## src/verilog/mmu_pkg.sv

```systemverilog
// Shared widths, PTE layout, exception causes and credit settings for the
// Sv39 load/store MMU. Every design file refers to these by scoped name
// (mmu_pkg::NAME) instead of importing the package.

package mmu_pkg;

  // ----------------------------------------
  // address and page geometry
  // ----------------------------------------
  localparam int unsigned VLEN          = 39;
  localparam int unsigned PLEN          = 56;
  localparam int unsigned PPNW          = 44;
  localparam int unsigned PTE_W         = 64;
  localparam int unsigned PAGE_OFFSET_W = 12;
  localparam int unsigned VPN_W         = 9;
  localparam int unsigned PT_LEVELS     = 3;
  localparam int unsigned TLB_ENTRIES   = 4;

  // memory port credits held after reset
  localparam int unsigned MEM_CREDITS = 2;
  localparam int unsigned CREDIT_W    = $clog2(MEM_CREDITS + 1);

  // ----------------------------------------
  // exceptions and privilege
  // ----------------------------------------
  localparam int unsigned CAUSE_W = 6;
  localparam logic [CAUSE_W-1:0] CAUSE_LOAD_PAGE_FAULT  = 6'd13;
  localparam logic [CAUSE_W-1:0] CAUSE_STORE_PAGE_FAULT = 6'd15;

  typedef logic [1:0] priv_lvl_t;

  localparam priv_lvl_t PRIV_U = 2'b00;
  localparam priv_lvl_t PRIV_S = 2'b01;

  // Sv39 page table entry, msb first
  typedef struct packed {
    logic [PTE_W-PPNW-11:0] reserved;
    logic [PPNW-1:0]        ppn;
    logic [1:0]             rsw;
    logic                   d;
    logic                   a;
    logic                   g;
    logic                   u;
    logic                   x;
    logic                   w;
    logic                   r;
    logic                   v;
  } pte_t;

  // fill request from the walker into the TLB
  typedef struct packed {
    logic                 valid;
    logic [3*VPN_W-1:0]   vpn;
    logic                 is_2m;
    logic                 is_1g;
    pte_t                 pte;
  } tlb_update_t;

endpackage

```

## src/verilog/mmu_credit_counter.sv

```systemverilog
// Credit counter for the walker's memory read port.
// Starts full after reset, loses one credit per issued request and regains
// one per credit pulse from memory. Requests may only go out while the
// count is nonzero.

`timescale 1ns/1ps

module mmu_credit_counter (
  input  logic clk_i,
  input  logic reset_i,
  input  logic consume_i,
  input  logic return_i,
  output logic credit_avail_o
);

  logic [mmu_pkg::CREDIT_W-1:0] count_q;

  always_ff @(posedge clk_i) begin
    if (reset_i) begin
      count_q <= mmu_pkg::CREDIT_W'(mmu_pkg::MEM_CREDITS);
    end else if (consume_i && !return_i) begin
      count_q <= count_q - 1'b1;
    end else if (return_i && !consume_i) begin
      count_q <= count_q + 1'b1;
    end
    // consume and return together leave the count unchanged
  end

  assign credit_avail_o = (count_q != '0);

endmodule

```

## src/verilog/mmu_tlb.sv

```systemverilog
// Fully associative data TLB for Sv39 translation.
// Lookup is combinational on the incoming vaddr; 2M and 1G entries compare
// fewer VPN slices. Fills from the walker go to a round-robin victim and,
// like a flush, take effect on the next clock edge.

`timescale 1ns/1ps

module mmu_tlb (
  input  logic                       clk_i,
  input  logic                       reset_i,
  input  logic                       flush_i,
  input  logic                       lu_access_i,
  input  logic [mmu_pkg::VLEN-1:0]   lu_vaddr_i,
  output logic                       lu_hit_o,
  output mmu_pkg::pte_t              lu_pte_o,
  output logic                       lu_is_2m_o,
  output logic                       lu_is_1g_o,
  input  mmu_pkg::tlb_update_t       update_i
);

  logic [mmu_pkg::TLB_ENTRIES-1:0] valid_q;
  logic [mmu_pkg::TLB_ENTRIES-1:0] is_2m_q;
  logic [mmu_pkg::TLB_ENTRIES-1:0] is_1g_q;
  logic [mmu_pkg::VPN_W-1:0]       vpn2_q [mmu_pkg::TLB_ENTRIES];
  logic [mmu_pkg::VPN_W-1:0]       vpn1_q [mmu_pkg::TLB_ENTRIES];
  logic [mmu_pkg::VPN_W-1:0]       vpn0_q [mmu_pkg::TLB_ENTRIES];
  mmu_pkg::pte_t                   pte_q  [mmu_pkg::TLB_ENTRIES];

  logic [$clog2(mmu_pkg::TLB_ENTRIES)-1:0] rr_ptr_q;
  logic [mmu_pkg::TLB_ENTRIES-1:0]         match;

  logic [mmu_pkg::VPN_W-1:0] lu_vpn2;
  logic [mmu_pkg::VPN_W-1:0] lu_vpn1;
  logic [mmu_pkg::VPN_W-1:0] lu_vpn0;

  assign lu_vpn2 = lu_vaddr_i[mmu_pkg::PAGE_OFFSET_W + 2*mmu_pkg::VPN_W +: mmu_pkg::VPN_W];
  assign lu_vpn1 = lu_vaddr_i[mmu_pkg::PAGE_OFFSET_W + mmu_pkg::VPN_W +: mmu_pkg::VPN_W];
  assign lu_vpn0 = lu_vaddr_i[mmu_pkg::PAGE_OFFSET_W +: mmu_pkg::VPN_W];

  // ----------------------------------------
  // lookup
  // ----------------------------------------
  always_comb begin
    for (int i = 0; i < mmu_pkg::TLB_ENTRIES; i++) begin
      // superpages ignore the low slices
      match[i] = valid_q[i] && (vpn2_q[i] == lu_vpn2)
                 && (is_1g_q[i] || (vpn1_q[i] == lu_vpn1))
                 && (is_1g_q[i] || is_2m_q[i] || (vpn0_q[i] == lu_vpn0));
    end
  end

  always_comb begin
    lu_hit_o   = 1'b0;
    lu_pte_o   = '0;
    lu_is_2m_o = 1'b0;
    lu_is_1g_o = 1'b0;
    for (int i = 0; i < mmu_pkg::TLB_ENTRIES; i++) begin
      if (lu_access_i && match[i]) begin
        lu_hit_o   = 1'b1;
        lu_pte_o   = pte_q[i];
        lu_is_2m_o = is_2m_q[i];
        lu_is_1g_o = is_1g_q[i];
      end
    end
  end

  // ----------------------------------------
  // fill and flush
  // ----------------------------------------
  always_ff @(posedge clk_i) begin
    if (reset_i) begin
      valid_q  <= '0;
      rr_ptr_q <= '0;
    end else if (flush_i) begin
      valid_q <= '0;
    end else if (update_i.valid) begin
      valid_q[rr_ptr_q] <= 1'b1;
      rr_ptr_q          <= rr_ptr_q + 1'b1;
    end
  end

  always_ff @(posedge clk_i) begin
    if (update_i.valid) begin
      vpn2_q[rr_ptr_q]  <= update_i.vpn[2*mmu_pkg::VPN_W +: mmu_pkg::VPN_W];
      vpn1_q[rr_ptr_q]  <= update_i.vpn[mmu_pkg::VPN_W +: mmu_pkg::VPN_W];
      vpn0_q[rr_ptr_q]  <= update_i.vpn[0 +: mmu_pkg::VPN_W];
      is_2m_q[rr_ptr_q] <= update_i.is_2m;
      is_1g_q[rr_ptr_q] <= update_i.is_1g;
      pte_q[rr_ptr_q]   <= update_i.pte;
    end
  end

endmodule

```

## src/verilog/mmu_ptw.sv

```systemverilog
// Sv39 page table walker for data TLB misses.
// A translated access that misses starts a walk at satp_ppn_i, level 2.
// Each level issues one PTE read on the credited memory port and waits for
// its response. A valid leaf fills the TLB; a bad PTE ends the walk with
// one cycle of ptw_error_o in PROPAGATE_ERROR.

`timescale 1ns/1ps

module mmu_ptw (
  input  logic                       clk_i,
  input  logic                       reset_i,
  input  logic                       en_translation_i,
  input  logic [mmu_pkg::PPNW-1:0]   satp_ppn_i,
  input  logic                       dtlb_access_i,
  input  logic                       dtlb_hit_i,
  input  logic [mmu_pkg::VLEN-1:0]   dtlb_vaddr_i,
  input  logic                       is_store_i,
  output logic                       mem_req_o,
  output logic [mmu_pkg::PLEN-1:0]   mem_addr_o,
  input  logic                       mem_rvalid_i,
  input  mmu_pkg::pte_t              mem_rdata_i,
  input  logic                       credit_avail_i,
  output logic                       ptw_active_o,
  output logic                       ptw_error_o,
  output logic [mmu_pkg::VLEN-1:0]   fault_vaddr_o,
  output mmu_pkg::tlb_update_t       update_o
);

  typedef enum logic [1:0] {IDLE, REQ, WAIT_RESP, PROPAGATE_ERROR} state_e;

  state_e                     state_q, state_d;
  logic [1:0]                 level_q, level_d;
  logic [mmu_pkg::PPNW-1:0]   ptr_ppn_q, ptr_ppn_d;
  logic [mmu_pkg::VLEN-1:0]   vaddr_q, vaddr_d;
  logic                       store_q, store_d;

  logic                       fill_valid;
  logic                       is_leaf;
  logic                       misaligned;
  logic [mmu_pkg::VPN_W-1:0]  vpn_slice;

  assign is_leaf = mem_rdata_i.r | mem_rdata_i.x;

  // VPN slice and superpage alignment for the current level
  always_comb begin
    vpn_slice  = vaddr_q[mmu_pkg::PAGE_OFFSET_W +: mmu_pkg::VPN_W];
    misaligned = 1'b0;
    case (level_q)
      2'd2: begin
        vpn_slice  = vaddr_q[mmu_pkg::PAGE_OFFSET_W + 2*mmu_pkg::VPN_W +: mmu_pkg::VPN_W];
        misaligned = (mem_rdata_i.ppn[2*mmu_pkg::VPN_W-1:0] != '0);
      end
      2'd1: begin
        vpn_slice  = vaddr_q[mmu_pkg::PAGE_OFFSET_W + mmu_pkg::VPN_W +: mmu_pkg::VPN_W];
        misaligned = (mem_rdata_i.ppn[mmu_pkg::VPN_W-1:0] != '0);
      end
      default: ;
    endcase
  end

  // ----------------------------------------
  // walk FSM
  // ----------------------------------------
  always_comb begin
    state_d     = state_q;
    level_d     = level_q;
    ptr_ppn_d   = ptr_ppn_q;
    vaddr_d     = vaddr_q;
    store_d     = store_q;
    mem_req_o   = 1'b0;
    ptw_error_o = 1'b0;
    fill_valid  = 1'b0;
    case (state_q)
      IDLE: begin
        if (en_translation_i && dtlb_access_i && !dtlb_hit_i) begin
          state_d   = REQ;
          level_d   = 2'(mmu_pkg::PT_LEVELS - 1);
          ptr_ppn_d = satp_ppn_i;
          vaddr_d   = dtlb_vaddr_i;
          store_d   = is_store_i;
        end
      end
      REQ: begin
        // hold here until the port has a credit
        mem_req_o = credit_avail_i;
        if (credit_avail_i) begin
          state_d = WAIT_RESP;
        end
      end
      WAIT_RESP: begin
        if (mem_rvalid_i) begin
          if (!mem_rdata_i.v || (mem_rdata_i.w && !mem_rdata_i.r)) begin
            state_d = PROPAGATE_ERROR;
          end else if (is_leaf) begin
            // a/d are not updated in hardware, so a clean page faults on store
            if (misaligned || !mem_rdata_i.a || (store_q && !mem_rdata_i.d)) begin
              state_d = PROPAGATE_ERROR;
            end else begin
              fill_valid = 1'b1;
              state_d    = IDLE;
            end
          end else if (level_q == 2'd0) begin
            state_d = PROPAGATE_ERROR;
          end else begin
            level_d   = level_q - 1'b1;
            ptr_ppn_d = mem_rdata_i.ppn;
            state_d   = REQ;
          end
        end
      end
      PROPAGATE_ERROR: begin
        ptw_error_o = 1'b1;
        state_d     = IDLE;
      end
      default: state_d = IDLE;
    endcase
  end

  always_ff @(posedge clk_i) begin
    if (reset_i) begin
      state_q <= IDLE;
      level_q <= '0;
    end else begin
      state_q <= state_d;
      level_q <= level_d;
    end
  end

  always_ff @(posedge clk_i) begin
    ptr_ppn_q <= ptr_ppn_d;
    vaddr_q   <= vaddr_d;
    store_q   <= store_d;
  end

  // PTE address is table ppn, then slice times 8
  assign mem_addr_o    = {ptr_ppn_q, vpn_slice, 3'b000};
  assign ptw_active_o  = (state_q != IDLE);
  assign fault_vaddr_o = vaddr_q;

  assign update_o = '{
    valid: fill_valid,
    vpn:   vaddr_q[mmu_pkg::VLEN-1:mmu_pkg::PAGE_OFFSET_W],
    is_2m: (level_q == 2'd1),
    is_1g: (level_q == 2'd2),
    pte:   mem_rdata_i
  };

endmodule

```

## src/verilog/mmu_lsu_check.sv

```systemverilog
// Load/store side of the MMU, one registered stage after the TLB lookup.
// Builds the physical address from the registered PTE and page size, checks
// U/SUM and R/W/D permissions and selects the page fault cause. A walker
// error is reported in its own cycle with the walker's faulting vaddr.

`timescale 1ns/1ps

module mmu_lsu_check (
  input  logic                          clk_i,
  input  logic                          reset_i,
  input  logic                          en_translation_i,
  input  mmu_pkg::priv_lvl_t            priv_lvl_i,
  input  logic                          sum_i,
  input  logic                          lsu_req_i,
  input  logic [mmu_pkg::VLEN-1:0]      lsu_vaddr_i,
  input  logic                          lsu_is_store_i,
  input  logic                          tlb_hit_i,
  input  mmu_pkg::pte_t                 tlb_pte_i,
  input  logic                          tlb_is_2m_i,
  input  logic                          tlb_is_1g_i,
  input  logic                          ptw_active_i,
  input  logic                          ptw_error_i,
  input  logic [mmu_pkg::VLEN-1:0]      fault_vaddr_i,
  output logic                          lsu_dtlb_hit_o,
  output logic                          lsu_valid_o,
  output logic [mmu_pkg::PLEN-1:0]      lsu_paddr_o,
  output logic                          lsu_exception_valid_o,
  output logic [mmu_pkg::CAUSE_W-1:0]   lsu_exception_cause_o,
  output logic [mmu_pkg::VLEN-1:0]      lsu_exception_tval_o
);

  logic                      req_q;
  logic                      hit_q;
  logic                      is_store_q;
  logic [mmu_pkg::VLEN-1:0]  vaddr_q;
  mmu_pkg::pte_t             pte_q;
  logic                      is_2m_q;
  logic                      is_1g_q;

  logic                      priv_err;
  logic                      perm_err;
  logic                      walk_err;

  // ----------------------------------------
  // request stage
  // ----------------------------------------
  always_ff @(posedge clk_i) begin
    if (reset_i) begin
      req_q <= 1'b0;
      hit_q <= 1'b0;
    end else begin
      req_q <= lsu_req_i;
      hit_q <= tlb_hit_i;
    end
  end

  always_ff @(posedge clk_i) begin
    is_store_q <= lsu_is_store_i;
    vaddr_q    <= lsu_vaddr_i;
    pte_q      <= tlb_pte_i;
    is_2m_q    <= tlb_is_2m_i;
    is_1g_q    <= tlb_is_1g_i;
  end

  // bypass is always ready
  assign lsu_dtlb_hit_o = en_translation_i ? tlb_hit_i : 1'b1;

  // ----------------------------------------
  // permission check
  // ----------------------------------------
  assign priv_err = ((priv_lvl_i == mmu_pkg::PRIV_S) && pte_q.u && !sum_i)
                    || ((priv_lvl_i == mmu_pkg::PRIV_U) && !pte_q.u);
  assign perm_err = is_store_q ? (priv_err || !pte_q.w || !pte_q.d)
                               : (priv_err || !pte_q.r);
  assign walk_err = ptw_active_i && ptw_error_i;

  always_comb begin
    lsu_paddr_o           = {{(mmu_pkg::PLEN - mmu_pkg::VLEN){1'b0}}, vaddr_q};
    lsu_valid_o           = req_q;
    lsu_exception_valid_o = 1'b0;
    lsu_exception_cause_o = is_store_q ? mmu_pkg::CAUSE_STORE_PAGE_FAULT
                                       : mmu_pkg::CAUSE_LOAD_PAGE_FAULT;
    lsu_exception_tval_o  = vaddr_q;
    if (en_translation_i) begin
      lsu_paddr_o = {pte_q.ppn, vaddr_q[mmu_pkg::PAGE_OFFSET_W-1:0]};
      // superpages take the low vpn slices from the vaddr
      if (is_2m_q) begin
        lsu_paddr_o[20:12] = vaddr_q[20:12];
      end
      if (is_1g_q) begin
        lsu_paddr_o[29:12] = vaddr_q[29:12];
      end
      lsu_valid_o           = (req_q && hit_q) || walk_err;
      lsu_exception_valid_o = (req_q && hit_q && perm_err) || walk_err;
      if (walk_err) begin
        lsu_exception_tval_o = fault_vaddr_i;
      end
    end
  end

endmodule

```

## src/verilog/mmu_top.sv

```systemverilog
// Top level of the Sv39 load/store MMU.
// Connects the data TLB, the page table walker, the memory credit counter
// and the registered check stage. The LSU holds a missing request until
// lsu_valid_o; the walker reads PTEs over the credited memory port.

`timescale 1ns/1ps

module mmu_top (
  input  logic                          clk_i,
  input  logic                          reset_i,
  // LSU request
  input  logic                          lsu_req_i,
  input  logic [mmu_pkg::VLEN-1:0]      lsu_vaddr_i,
  input  logic                          lsu_is_store_i,
  output logic                          lsu_dtlb_hit_o,
  output logic                          lsu_valid_o,
  output logic [mmu_pkg::PLEN-1:0]      lsu_paddr_o,
  output logic                          lsu_exception_valid_o,
  output logic [mmu_pkg::CAUSE_W-1:0]   lsu_exception_cause_o,
  output logic [mmu_pkg::VLEN-1:0]      lsu_exception_tval_o,
  // control, held stable
  input  logic                          en_translation_i,
  input  mmu_pkg::priv_lvl_t            priv_lvl_i,
  input  logic                          sum_i,
  input  logic [mmu_pkg::PPNW-1:0]      satp_ppn_i,
  input  logic                          flush_tlb_i,
  // PTE read port
  output logic                          mem_req_o,
  output logic [mmu_pkg::PLEN-1:0]      mem_addr_o,
  input  logic                          mem_rvalid_i,
  input  mmu_pkg::pte_t                 mem_rdata_i,
  input  logic                          mem_credit_i
);

  logic                       dtlb_hit;
  mmu_pkg::pte_t              dtlb_pte;
  logic                       dtlb_is_2m;
  logic                       dtlb_is_1g;
  mmu_pkg::tlb_update_t       dtlb_update;
  logic                       ptw_active;
  logic                       ptw_error;
  logic [mmu_pkg::VLEN-1:0]   fault_vaddr;
  logic                       credit_avail;

  mmu_tlb i_dtlb (
    .clk_i       (clk_i),
    .reset_i     (reset_i),
    .flush_i     (flush_tlb_i),
    .lu_access_i (lsu_req_i),
    .lu_vaddr_i  (lsu_vaddr_i),
    .lu_hit_o    (dtlb_hit),
    .lu_pte_o    (dtlb_pte),
    .lu_is_2m_o  (dtlb_is_2m),
    .lu_is_1g_o  (dtlb_is_1g),
    .update_i    (dtlb_update)
  );

  mmu_ptw i_ptw (
    .clk_i            (clk_i),
    .reset_i          (reset_i),
    .en_translation_i (en_translation_i),
    .satp_ppn_i       (satp_ppn_i),
    .dtlb_access_i    (lsu_req_i),
    .dtlb_hit_i       (dtlb_hit),
    .dtlb_vaddr_i     (lsu_vaddr_i),
    .is_store_i       (lsu_is_store_i),
    .mem_req_o        (mem_req_o),
    .mem_addr_o       (mem_addr_o),
    .mem_rvalid_i     (mem_rvalid_i),
    .mem_rdata_i      (mem_rdata_i),
    .credit_avail_i   (credit_avail),
    .ptw_active_o     (ptw_active),
    .ptw_error_o      (ptw_error),
    .fault_vaddr_o    (fault_vaddr),
    .update_o         (dtlb_update)
  );

  // one credit per issued request, one back per memory pulse
  mmu_credit_counter i_credit_counter (
    .clk_i          (clk_i),
    .reset_i        (reset_i),
    .consume_i      (mem_req_o),
    .return_i       (mem_credit_i),
    .credit_avail_o (credit_avail)
  );

  mmu_lsu_check i_lsu_check (
    .clk_i                 (clk_i),
    .reset_i               (reset_i),
    .en_translation_i      (en_translation_i),
    .priv_lvl_i            (priv_lvl_i),
    .sum_i                 (sum_i),
    .lsu_req_i             (lsu_req_i),
    .lsu_vaddr_i           (lsu_vaddr_i),
    .lsu_is_store_i        (lsu_is_store_i),
    .tlb_hit_i             (dtlb_hit),
    .tlb_pte_i             (dtlb_pte),
    .tlb_is_2m_i           (dtlb_is_2m),
    .tlb_is_1g_i           (dtlb_is_1g),
    .ptw_active_i          (ptw_active),
    .ptw_error_i           (ptw_error),
    .fault_vaddr_i         (fault_vaddr),
    .lsu_dtlb_hit_o        (lsu_dtlb_hit_o),
    .lsu_valid_o           (lsu_valid_o),
    .lsu_paddr_o           (lsu_paddr_o),
    .lsu_exception_valid_o (lsu_exception_valid_o),
    .lsu_exception_cause_o (lsu_exception_cause_o),
    .lsu_exception_tval_o  (lsu_exception_tval_o)
  );

endmodule

```

## config.mk

```make
export PLATFORM = sky130hd
export DESIGN_NAME = mmu_top
export DESIGN_NICKNAME = d
export VERILOG_FILES = /design/src/verilog/mmu_pkg.sv /design/src/verilog/mmu_credit_counter.sv /design/src/verilog/mmu_tlb.sv /design/src/verilog/mmu_ptw.sv /design/src/verilog/mmu_lsu_check.sv /design/src/verilog/mmu_top.sv
export SDC_FILE = /design/constraint.sdc
export NUM_CORES = 1
export LEC_CHECK = 0
export BUFFER_PORTS_ARGS = -buffer_cell sky130_fd_sc_hd__buf_2
export CORE_MARGIN = 2
export CORE_UTILIZATION = 55
export DETAILED_ROUTE_END_ITERATION = 12
export GPL_TIMING_DRIVEN = 1
export PLACE_DENSITY = 0.78
export SYNTH_ARGS = -nofsm -noshare
export SYNTH_HDL_FRONTEND = slang
export SYNTH_SLANG_ARGS = --single-unit
export TNS_END_PERCENT = 50
```

## constraint.sdc

```tcl
create_clock -name clk_i -period 4.54 [get_ports clk_i]
set_input_delay 0.681 -clock clk_i [delete_from_list [all_inputs] [get_ports clk_i]]
set_output_delay 0.681 -clock clk_i [all_outputs]
set_load 0.005 [all_outputs]
```

Word level (Yosys, flattened, before mapping)

Memory sizes are Yosys's and may differ from the RTL's.
Cells that the tools add are included.
W data, S select, Z words.

Memories: 4
Input port bits: 158
Register bits after elaboration: 196
Bits in writable memories: 364

Memories:

| memory        | depth | width | read ports | clocked after Yosys merged registers in | write ports | RTL line      | RTL |
|---|---|---|---|---|---|---|---|
| i_dtlb.pte_q  | 4     | 64    | 4          | 0                                       | 1           | mmu_tlb.sv:27 | `mmu_pkg::pte_t pte_q [mmu_pkg::TLB_ENTRIES];` |
| i_dtlb.vpn0_q | 4     | 9     | 4          | 0                                       | 1           | mmu_tlb.sv:26 | `logic [mmu_pkg::VPN_W-1:0] vpn0_q [mmu_pkg::TLB_ENTRIES];` |
| i_dtlb.vpn1_q | 4     | 9     | 4          | 0                                       | 1           | mmu_tlb.sv:25 | `logic [mmu_pkg::VPN_W-1:0] vpn1_q [mmu_pkg::TLB_ENTRIES];` |
| i_dtlb.vpn2_q | 4     | 9     | 4          | 0                                       | 1           | mmu_tlb.sv:24 | `logic [mmu_pkg::VPN_W-1:0] vpn2_q [mmu_pkg::TLB_ENTRIES];` |

Bitwise logic cells: 3
Add/sub/neg operators: 4
Reduce and logical (&&, ||, !) cells: 76
Multiplexer cells: 63
Equal/unequal tests: 24
Order comparisons: 2

Operator list:

| kind                 | count |
|---|---|
| $mux W44             | 5 |
| $mux W54             | 4 |
| $eq A9 B9 Y1         | 12 |
| $pmux W44 S2         | 1 |
| $mux W39             | 2 |
| $mux W56             | 1 |
| $mux W2              | 15 |
| $logic_and A1 B1 Y1  | 29 |
| $mux W1              | 26 |
| $logic_or A1 B1 Y1   | 21 |
| $mux W18             | 1 |
| $pmux W9 S2          | 1 |
| $reduce_bool A18 Y1  | 1 |
| $logic_not A1 Y1     | 12 |
| $mux W9              | 1 |
| $reduce_bool A9 Y1   | 1 |
| $bwmux W4            | 2 |
| $ne A2 B2 Y1 const B | 4 |
| $pmux W2 S4          | 1 |
| $reduce_bool A2 Y1   | 4 |
| $eq A2 B1 Y1 const B | 3 |
| $eq A2 B2 Y1 const B | 3 |
| $logic_not A2 Y1     | 3 |
| $reduce_and A6 Y1    | 1 |
| other kinds (14)     | 18 |

Depth between registers and ports, before layout

An unclocked memory read counts as a cell.

Depth in word-level cells: 14
Mapped depth: 10

By module

A second synthesis with hierarchy kept.

Cells, all modules: 1,506
Area, all modules: 22,446.5 um^2

By module, submodules not included:

| module             | area an instance (um^2) | sequential area each (um^2) | cells an instance | times used |
|---|---|---|---|---|
| mmu_tlb            | 15,031.9                | 11,290.8                    | 963               | 1 |
| mmu_ptw            | 4,340.4                 | 2,602.5                     | 314               | 1 |
| mmu_lsu_check      | 2,971.6                 | 1,841.8                     | 218               | 1 |
| mmu_credit_counter | 102.6                   | 40.0                        | 11                | 1 |

Least setup slack after synthesis

Ideal clock, no wire load.

Path kind: input to register
Start: input port mem_rdata_i[12] (netlist bit)
End: register i_dtlb.is_1g_q[1] (netlist bit) (enable)
Setup time: 0.445 ns
Data required time: 4.095 ns
Stages: 6
Arrival: 3.401 ns
Setup slack: 0.695 ns
Path through: nor4_1 nand3_1 o21ai_0 a21oi_1 nor3_1 and2_1

Cells in the longest elaborated chain, start to end: 9
Elaborated cells on any way between the ends: 10
Classes of those cells: mux (6); reduce/logical (4)

Ends and longest elaborated chain:

| item                                                             | RTL line                     | RTL |
|---|---|---|
| start, declared                                                  | mmu_top.sv:31                | `input mmu_pkg::pte_t mem_rdata_i,` |
| $reduce_bool A18 Y1 / $reduce_bool A9 Y1 (equally long branches) | mmu_ptw.sv:51, mmu_ptw.sv:55 |  |
| $pmux W1 S2 (*)                                                  | mmu_ptw.sv:48                | `case (level_q)` |
| $logic_or A1 B1 Y1 (*) (2 in series)                             | mmu_ptw.sv:96                | `if (misaligned \|\| !mem_rdata_i.a \|\| (store_q && !mem_rdata_i.d)) begin` |
| $mux W1 (*)                                                      | mmu_ptw.sv:96                |  |
| $mux W1 (*)                                                      | mmu_ptw.sv:94                | `end else if (is_leaf) begin` |
| $mux W1 (*)                                                      | mmu_ptw.sv:92                | `if (!mem_rdata_i.v \|\| (mem_rdata_i.w && !mem_rdata_i.r)) begin` |
| $mux W1 (*)                                                      | mmu_ptw.sv:91                | `if (mem_rvalid_i) begin` |
| $mux W1 (*)                                                      | mmu_ptw.sv:73                | `case (state_q)` |
| end signal, assigned by index                                    | mmu_tlb.sv:88                | `is_1g_q[rr_ptr_q] <= update_i.is_1g;` |
| end, declared                                                    | mmu_tlb.sv:23                | `logic [mmu_pkg::TLB_ENTRIES-1:0] is_1g_q;` |

Mark *: on every way between the ends. The rest lies on a longest branch, timed or not.
A chain may end at the register's enable or synchronous reset.

==> summary.txt <==
CTS
  – Number of levels in the clock H-tree: 2
  – CTS clk-pin slew, worst paths: ~60 ps
  – Maximum clock path buffer count: 3
  – Sinks on the clock net: 496
  – Post-CTS setup buffers: 0
  – Insertion delay to the later sink of the worst-skew pair: approximately 580 ps
  – TritonCTS clock tree: yes
  – Count of hold buffers inserted by post-cts repair: 0
  – Inserted Clock Buffers: a little under 50
  – Root Buffer: clkbuf_16
  – Number of gates resized after cts: 0

Worst setup path
  – Depth of the worst register-to-register path: 8
  – Flop2flop setup slack: around 1500 ps
  – Buffers and inverters on the worst path: 1
  – Endpoint type of the worst setup path: primary output
  – Critical Path Fanout Max: 2
  – CP top delay family: compound AO/OA/AOI/OAI gates
  – Setup CP Type: flip-flop to primary output
  – Delay of the slowest cell on the worst path: 660 ps
  – Cell with the largest stage delay on the worst path: o41ai_1
  – Element type at the critical path start: flip-flop
  – Launch point of the worst reg-to-reg path: i_dtlb.vpn0_q[1][6]
  – Critical path cell sequence: xnor2_1, nand4_1, o41ai_1, a41oi_4, a2bb2oi_1, and2_1, nand2_1, buf_2
  – Arr. time, crit path: approximately 2800 ps
  – Terminus of the critical flop-to-flop path: i_lsu_check.pte_q[13]
  – Critical path required time: approximately 3900 ps

Final layout
  – Multi-input logic area: ~0.0052 mm^2
  – Post-route standard cell area excluding fillers: 0.0232 mm^2
  – Antenna cell count: 0
  – FILL cells: roughly 2.6k
  – Area of all sequential standard cells: approximately 0.014 mm^2
  – Fraction of layout cells with a size suffix above 1: around 32%
  – Total Nets Final: about 1.8k
  – Area added between synthesis and finish: 18.0%

Floorplanning
  – Initial Utilization: between 50% and 60%
  – Std cell rows: between 60 and 70
  – # IOs: around 320
  – Vertical die dimension: 193 um
  – Floorplan Core Area: roughly 0.035 mm^2
  – Die area: approximately 0.037 mm^2
  – Chip width: between 150 and 200 um

STA
  – Period minus WS final: between 3000 and 4000 ps
  – Max Clk Rate: between 200 and 300 MHz
  – Number of slew-limit violations in the final report: 0
  – Worst clock skew on the final layout: approximately 16 ps
  – Worst-case setup margin in the final layout: 1040 ps
  – Total setup violations reported at the end of the flow: 0
  – Worst hold slack after final layout: around 220 ps
  – Final Cycle Share: 77.1%
  – RSZ-0062 raised after global routing: no
  – Number of endpoints with negative hold slack in the final report: 0
  – Total negative setup slack: 0 ps
  – Slew of the pin with the lowest slew margin: around 1000 ps
  – Remaining max-slew budget at the tightest pin: approximately 31%

Synth
  – Sequential fraction of the synthesis area: 70.5%
  – Count of flip-flops with a built-in enable after synthesis: ~390
  – Adder-cell share of the synthesized area: 0.509%
  – Synthesized-area fraction occupied by ao, oa, aoi and oai cells: between 8 and 9%
  – Share of synthesized flip-flops with an asynchronous set or reset: 0%
  – #FFs+latches synth: a little under 500
  – Synthesized area divided by synthesized cell count: 14.5 um^2
  – Post-synth cell types: 52
  – Most used flip-flop cell after synthesis: edfxtp_1
  – Gate count of the mapped netlist: about 1.4k
  – Synthesized-area fraction occupied by and/or/nand/nor cells: between 5 and 6%
  – Syn Std Cell Area: 0.0196 mm^2
  – Parity-gate share of the synthesized area counting xor and xnor cells: slightly below 5%
  – Share of synthesized area spent on multiplexers: between 6 and 7%
  – Largest family of logic cells by synthesized area: compound AO/OA/AOI/OAI gates
  – Count of synthesis-stage warnings from yosys: 0

Placed design
  – Placed inst area: roughly 0.022 mm^2
  – # port buffers: between 200 and 300
  – RD Place Congestion: slightly above 0.8
  – Post-placement worst setup slack: 1080 ps
  – HPWL after detailed placement: 29,200 um

Drt
  – Remaining DRCs: 0
  – Total length of routed wires: approximately 47,000 um
  – Drt pass-1 iters: 5
  – Detail-routed net length per standard cell: 22.0 um
  – Count of antenna-violating nets left after detailed routing: 0
  – Routed via count: between 10k and 15k
  – DR iter-0 viols: around 1.1k
  – Vias per std cell: 5.72

Power
  – P_int: around 7.6 mW
  – Cell Pwr Density: slightly above 400 mW/mm^2
  – Share of total power in combinational logic: under 10%
  – NetSw: 1.97 mW
  – Static leakage: around 8.4 nW
  – Switching fraction of total power: roughly 21%
  – Power share of the clock group: a little over two fifths
  – Peak VDD IR: between 0.4 and 0.5 mV
  – Relative contribution of sequential cells to total power: a little over half

GRT
  – Number of antenna violations at the first check in global routing: 1
  – Tot GR Track Use: ~25%
  – First-pass GRT wire length: about 70,000 um
  – Largest net degree at the start of global routing: 99
  – Overflow left after global routing: 0
  – Vias in the first global route: 12.1k

Min path
  – Class of the tightest hold or removal check: input port to flip-flop
  – Cell count of the worst hold path: 1
  – Start point of the worst min-delay path: lsu_vaddr_i[2]
  – Hold worst-path end: i_lsu_check.vaddr_q[2]

Status
  – Status: complete, no violations

Run
  – Number of violations of the max-capacitance limit: 0
-- cells in the mapped netlist (all sizes together) (2+ instances only) --
master / n / area, um^2
a21oi: 61 / 309
a22o: 2 / 17.5
a22oi: 10 / 75.1
a2bb2oi: 2 / 17.5
a41oi: 3 / 33.8
and2: 24 / 150
buf: 50 / 325
clkbuf: 42 / 158
conb: 2 / 7.51
dfxtp: 104 / 2080
edfxtp: 392 / 11800
ha: 8 / 100
inv: 62 / 233
mux2: 110 / 1240
nand2: 62 / 258
nand2b: 2 / 12.5
nand3: 14 / 70.1
nand4: 10 / 62.6
nor2: 28 / 105
nor2b: 4 / 25.0
nor3: 11 / 55.1
nor4: 15 / 93.8
o21a: 4 / 30.0
o21ai: 106 / 568
o32ai: 49 / 429
o41ai: 2 / 25.0
or3: 49 / 307
xnor2: 55 / 482
xor2: 56 / 490
-- cell usage in the layout, fill, tap and decap left out, drive strengths merged, types with 2 or more instances in the layout --
cell	n
and2	24
nand2	62
or3	49
a41oi	3
xnor2	55
nor4	15
nand3	14
inv	63
mux2	110
conb	8
clkinvlp	4
o32ai	49
o41ai	2
nor2	28
ha	8
a21oi	61
nor3	11
nor2b	4
a22oi	10
nand2b	2
nand4	10
o21a	4
clkbuf	67
a22o	2
clkinv	15
bufinv	4
dfxtp	104
a2bb2oi	2
edfxtp	392
xor2	56
buf	318
o21ai	106
-- area by class of cell --
class,count,area share [%]
Sequential cell,496,59.7
Multi-Input combinational cell,708,22.3
Timing Repair Buffer,318,7.41
Clock buffer,67,6.11
Tap cell,461,2.49
Inverter,62,1.00
Clock inverter,24,0.987
-- metal layers --
metal	part of all wire, %	GRT usage (%)	vias to the layer above
met5	0.028	0	-
met4	2.3	7.98	2
met3	8.7	5.39	89
met2	48	40.5	568
met1	41	35.1	6011
li1	-	-	5547
-- state kept, by name, summed over array words and instances, names as in the netlist --
name	flops
i_lsu_check.hit_q	1
i_lsu_check.req_q	1
i_dtlb.rr_ptr_q	2
i_ptw.ptr_ppn_q	44
i_dtlb.is_2m_q	4
i_lsu_check.is_store_q	1
i_ptw.store_q	1
i_ptw.state_q	2
i_ptw.fault_vaddr_o	39
i_dtlb.vpn0_q	36
i_dtlb.vpn1_q	36
i_credit_counter.count_q	2
i_lsu_check.is_2m_q	1
i_ptw.level_q	2
i_dtlb.pte_q	192
i_lsu_check.vaddr_q	39
i_dtlb.vpn2_q	36
i_dtlb.is_1g_q	4
i_lsu_check.pte_q	48
i_lsu_check.is_1g_q	1
i_dtlb.valid_q	4
-- logic make-up (layout without fill, tap and decap cells) --
kind of cell	count (synthesis)	in the layout
compound gates	247	247
buf+inv	154	471
xor+xnor	111	111
mux	111	111
simple gates	223	223
flops	496	496
fa+ha+maj	8	8
other cells	2	8
-- power by group through the flow --
stage	Clock (mW)	Combinational (mW)	Sequential (mW)
final	4.08	0.454	5.03
after global routing	4.33	0.500	5.03
after CTS	4.14	0.458	5.03
after detailed placement	0	0.454	5.12
after global placement	0	0.444	5.12
after floorplan	0	0.207	5.11
-- stage by stage --
| step | utilization [%] | std cells | power, mW |
|---|---|---|---|
| 2_1_floorplan | - | 1358 | 5.32 |
| 3_3_place_gp | 60.9 | 2045 | 5.56 |
| 3_5_place_dp | 60.9 | 2045 | 5.58 |
| 4_1_cts | 65.5 | 2136 | 9.63 |
| 5_1_grt | 65.5 | 2136 | 9.87 |
| 6_report | 65.5 | 2136 | 9.56 |
-- how the worst max path moves through the flow --
| stage | end | startpoint | cells past startpoint | slack [ps] |
|---|---|---|---|---|
| final | lsu_dtlb_hit_o | i_dtlb.vpn0_q[0][5] | 8 | 1040 |
| after detailed placement | i_ptw.store_q | lsu_vaddr_i[16] | 8 | 1080 |
| after CTS | lsu_dtlb_hit_o | i_dtlb.vpn0_q[0][5] | 8 | 1040 |
| after floorplan | i_dtlb.is_1g_q[1] | mem_rdata_i[12] | 6 | 690 |
| after global placement | i_ptw.fault_vaddr_o[12] | lsu_vaddr_i[18] | 8 | 1070 |
| after global routing | lsu_dtlb_hit_o | i_dtlb.vpn0_q[0][3] | 8 | 890 |
No activity file was read; power rests on OpenSTA's default activity.
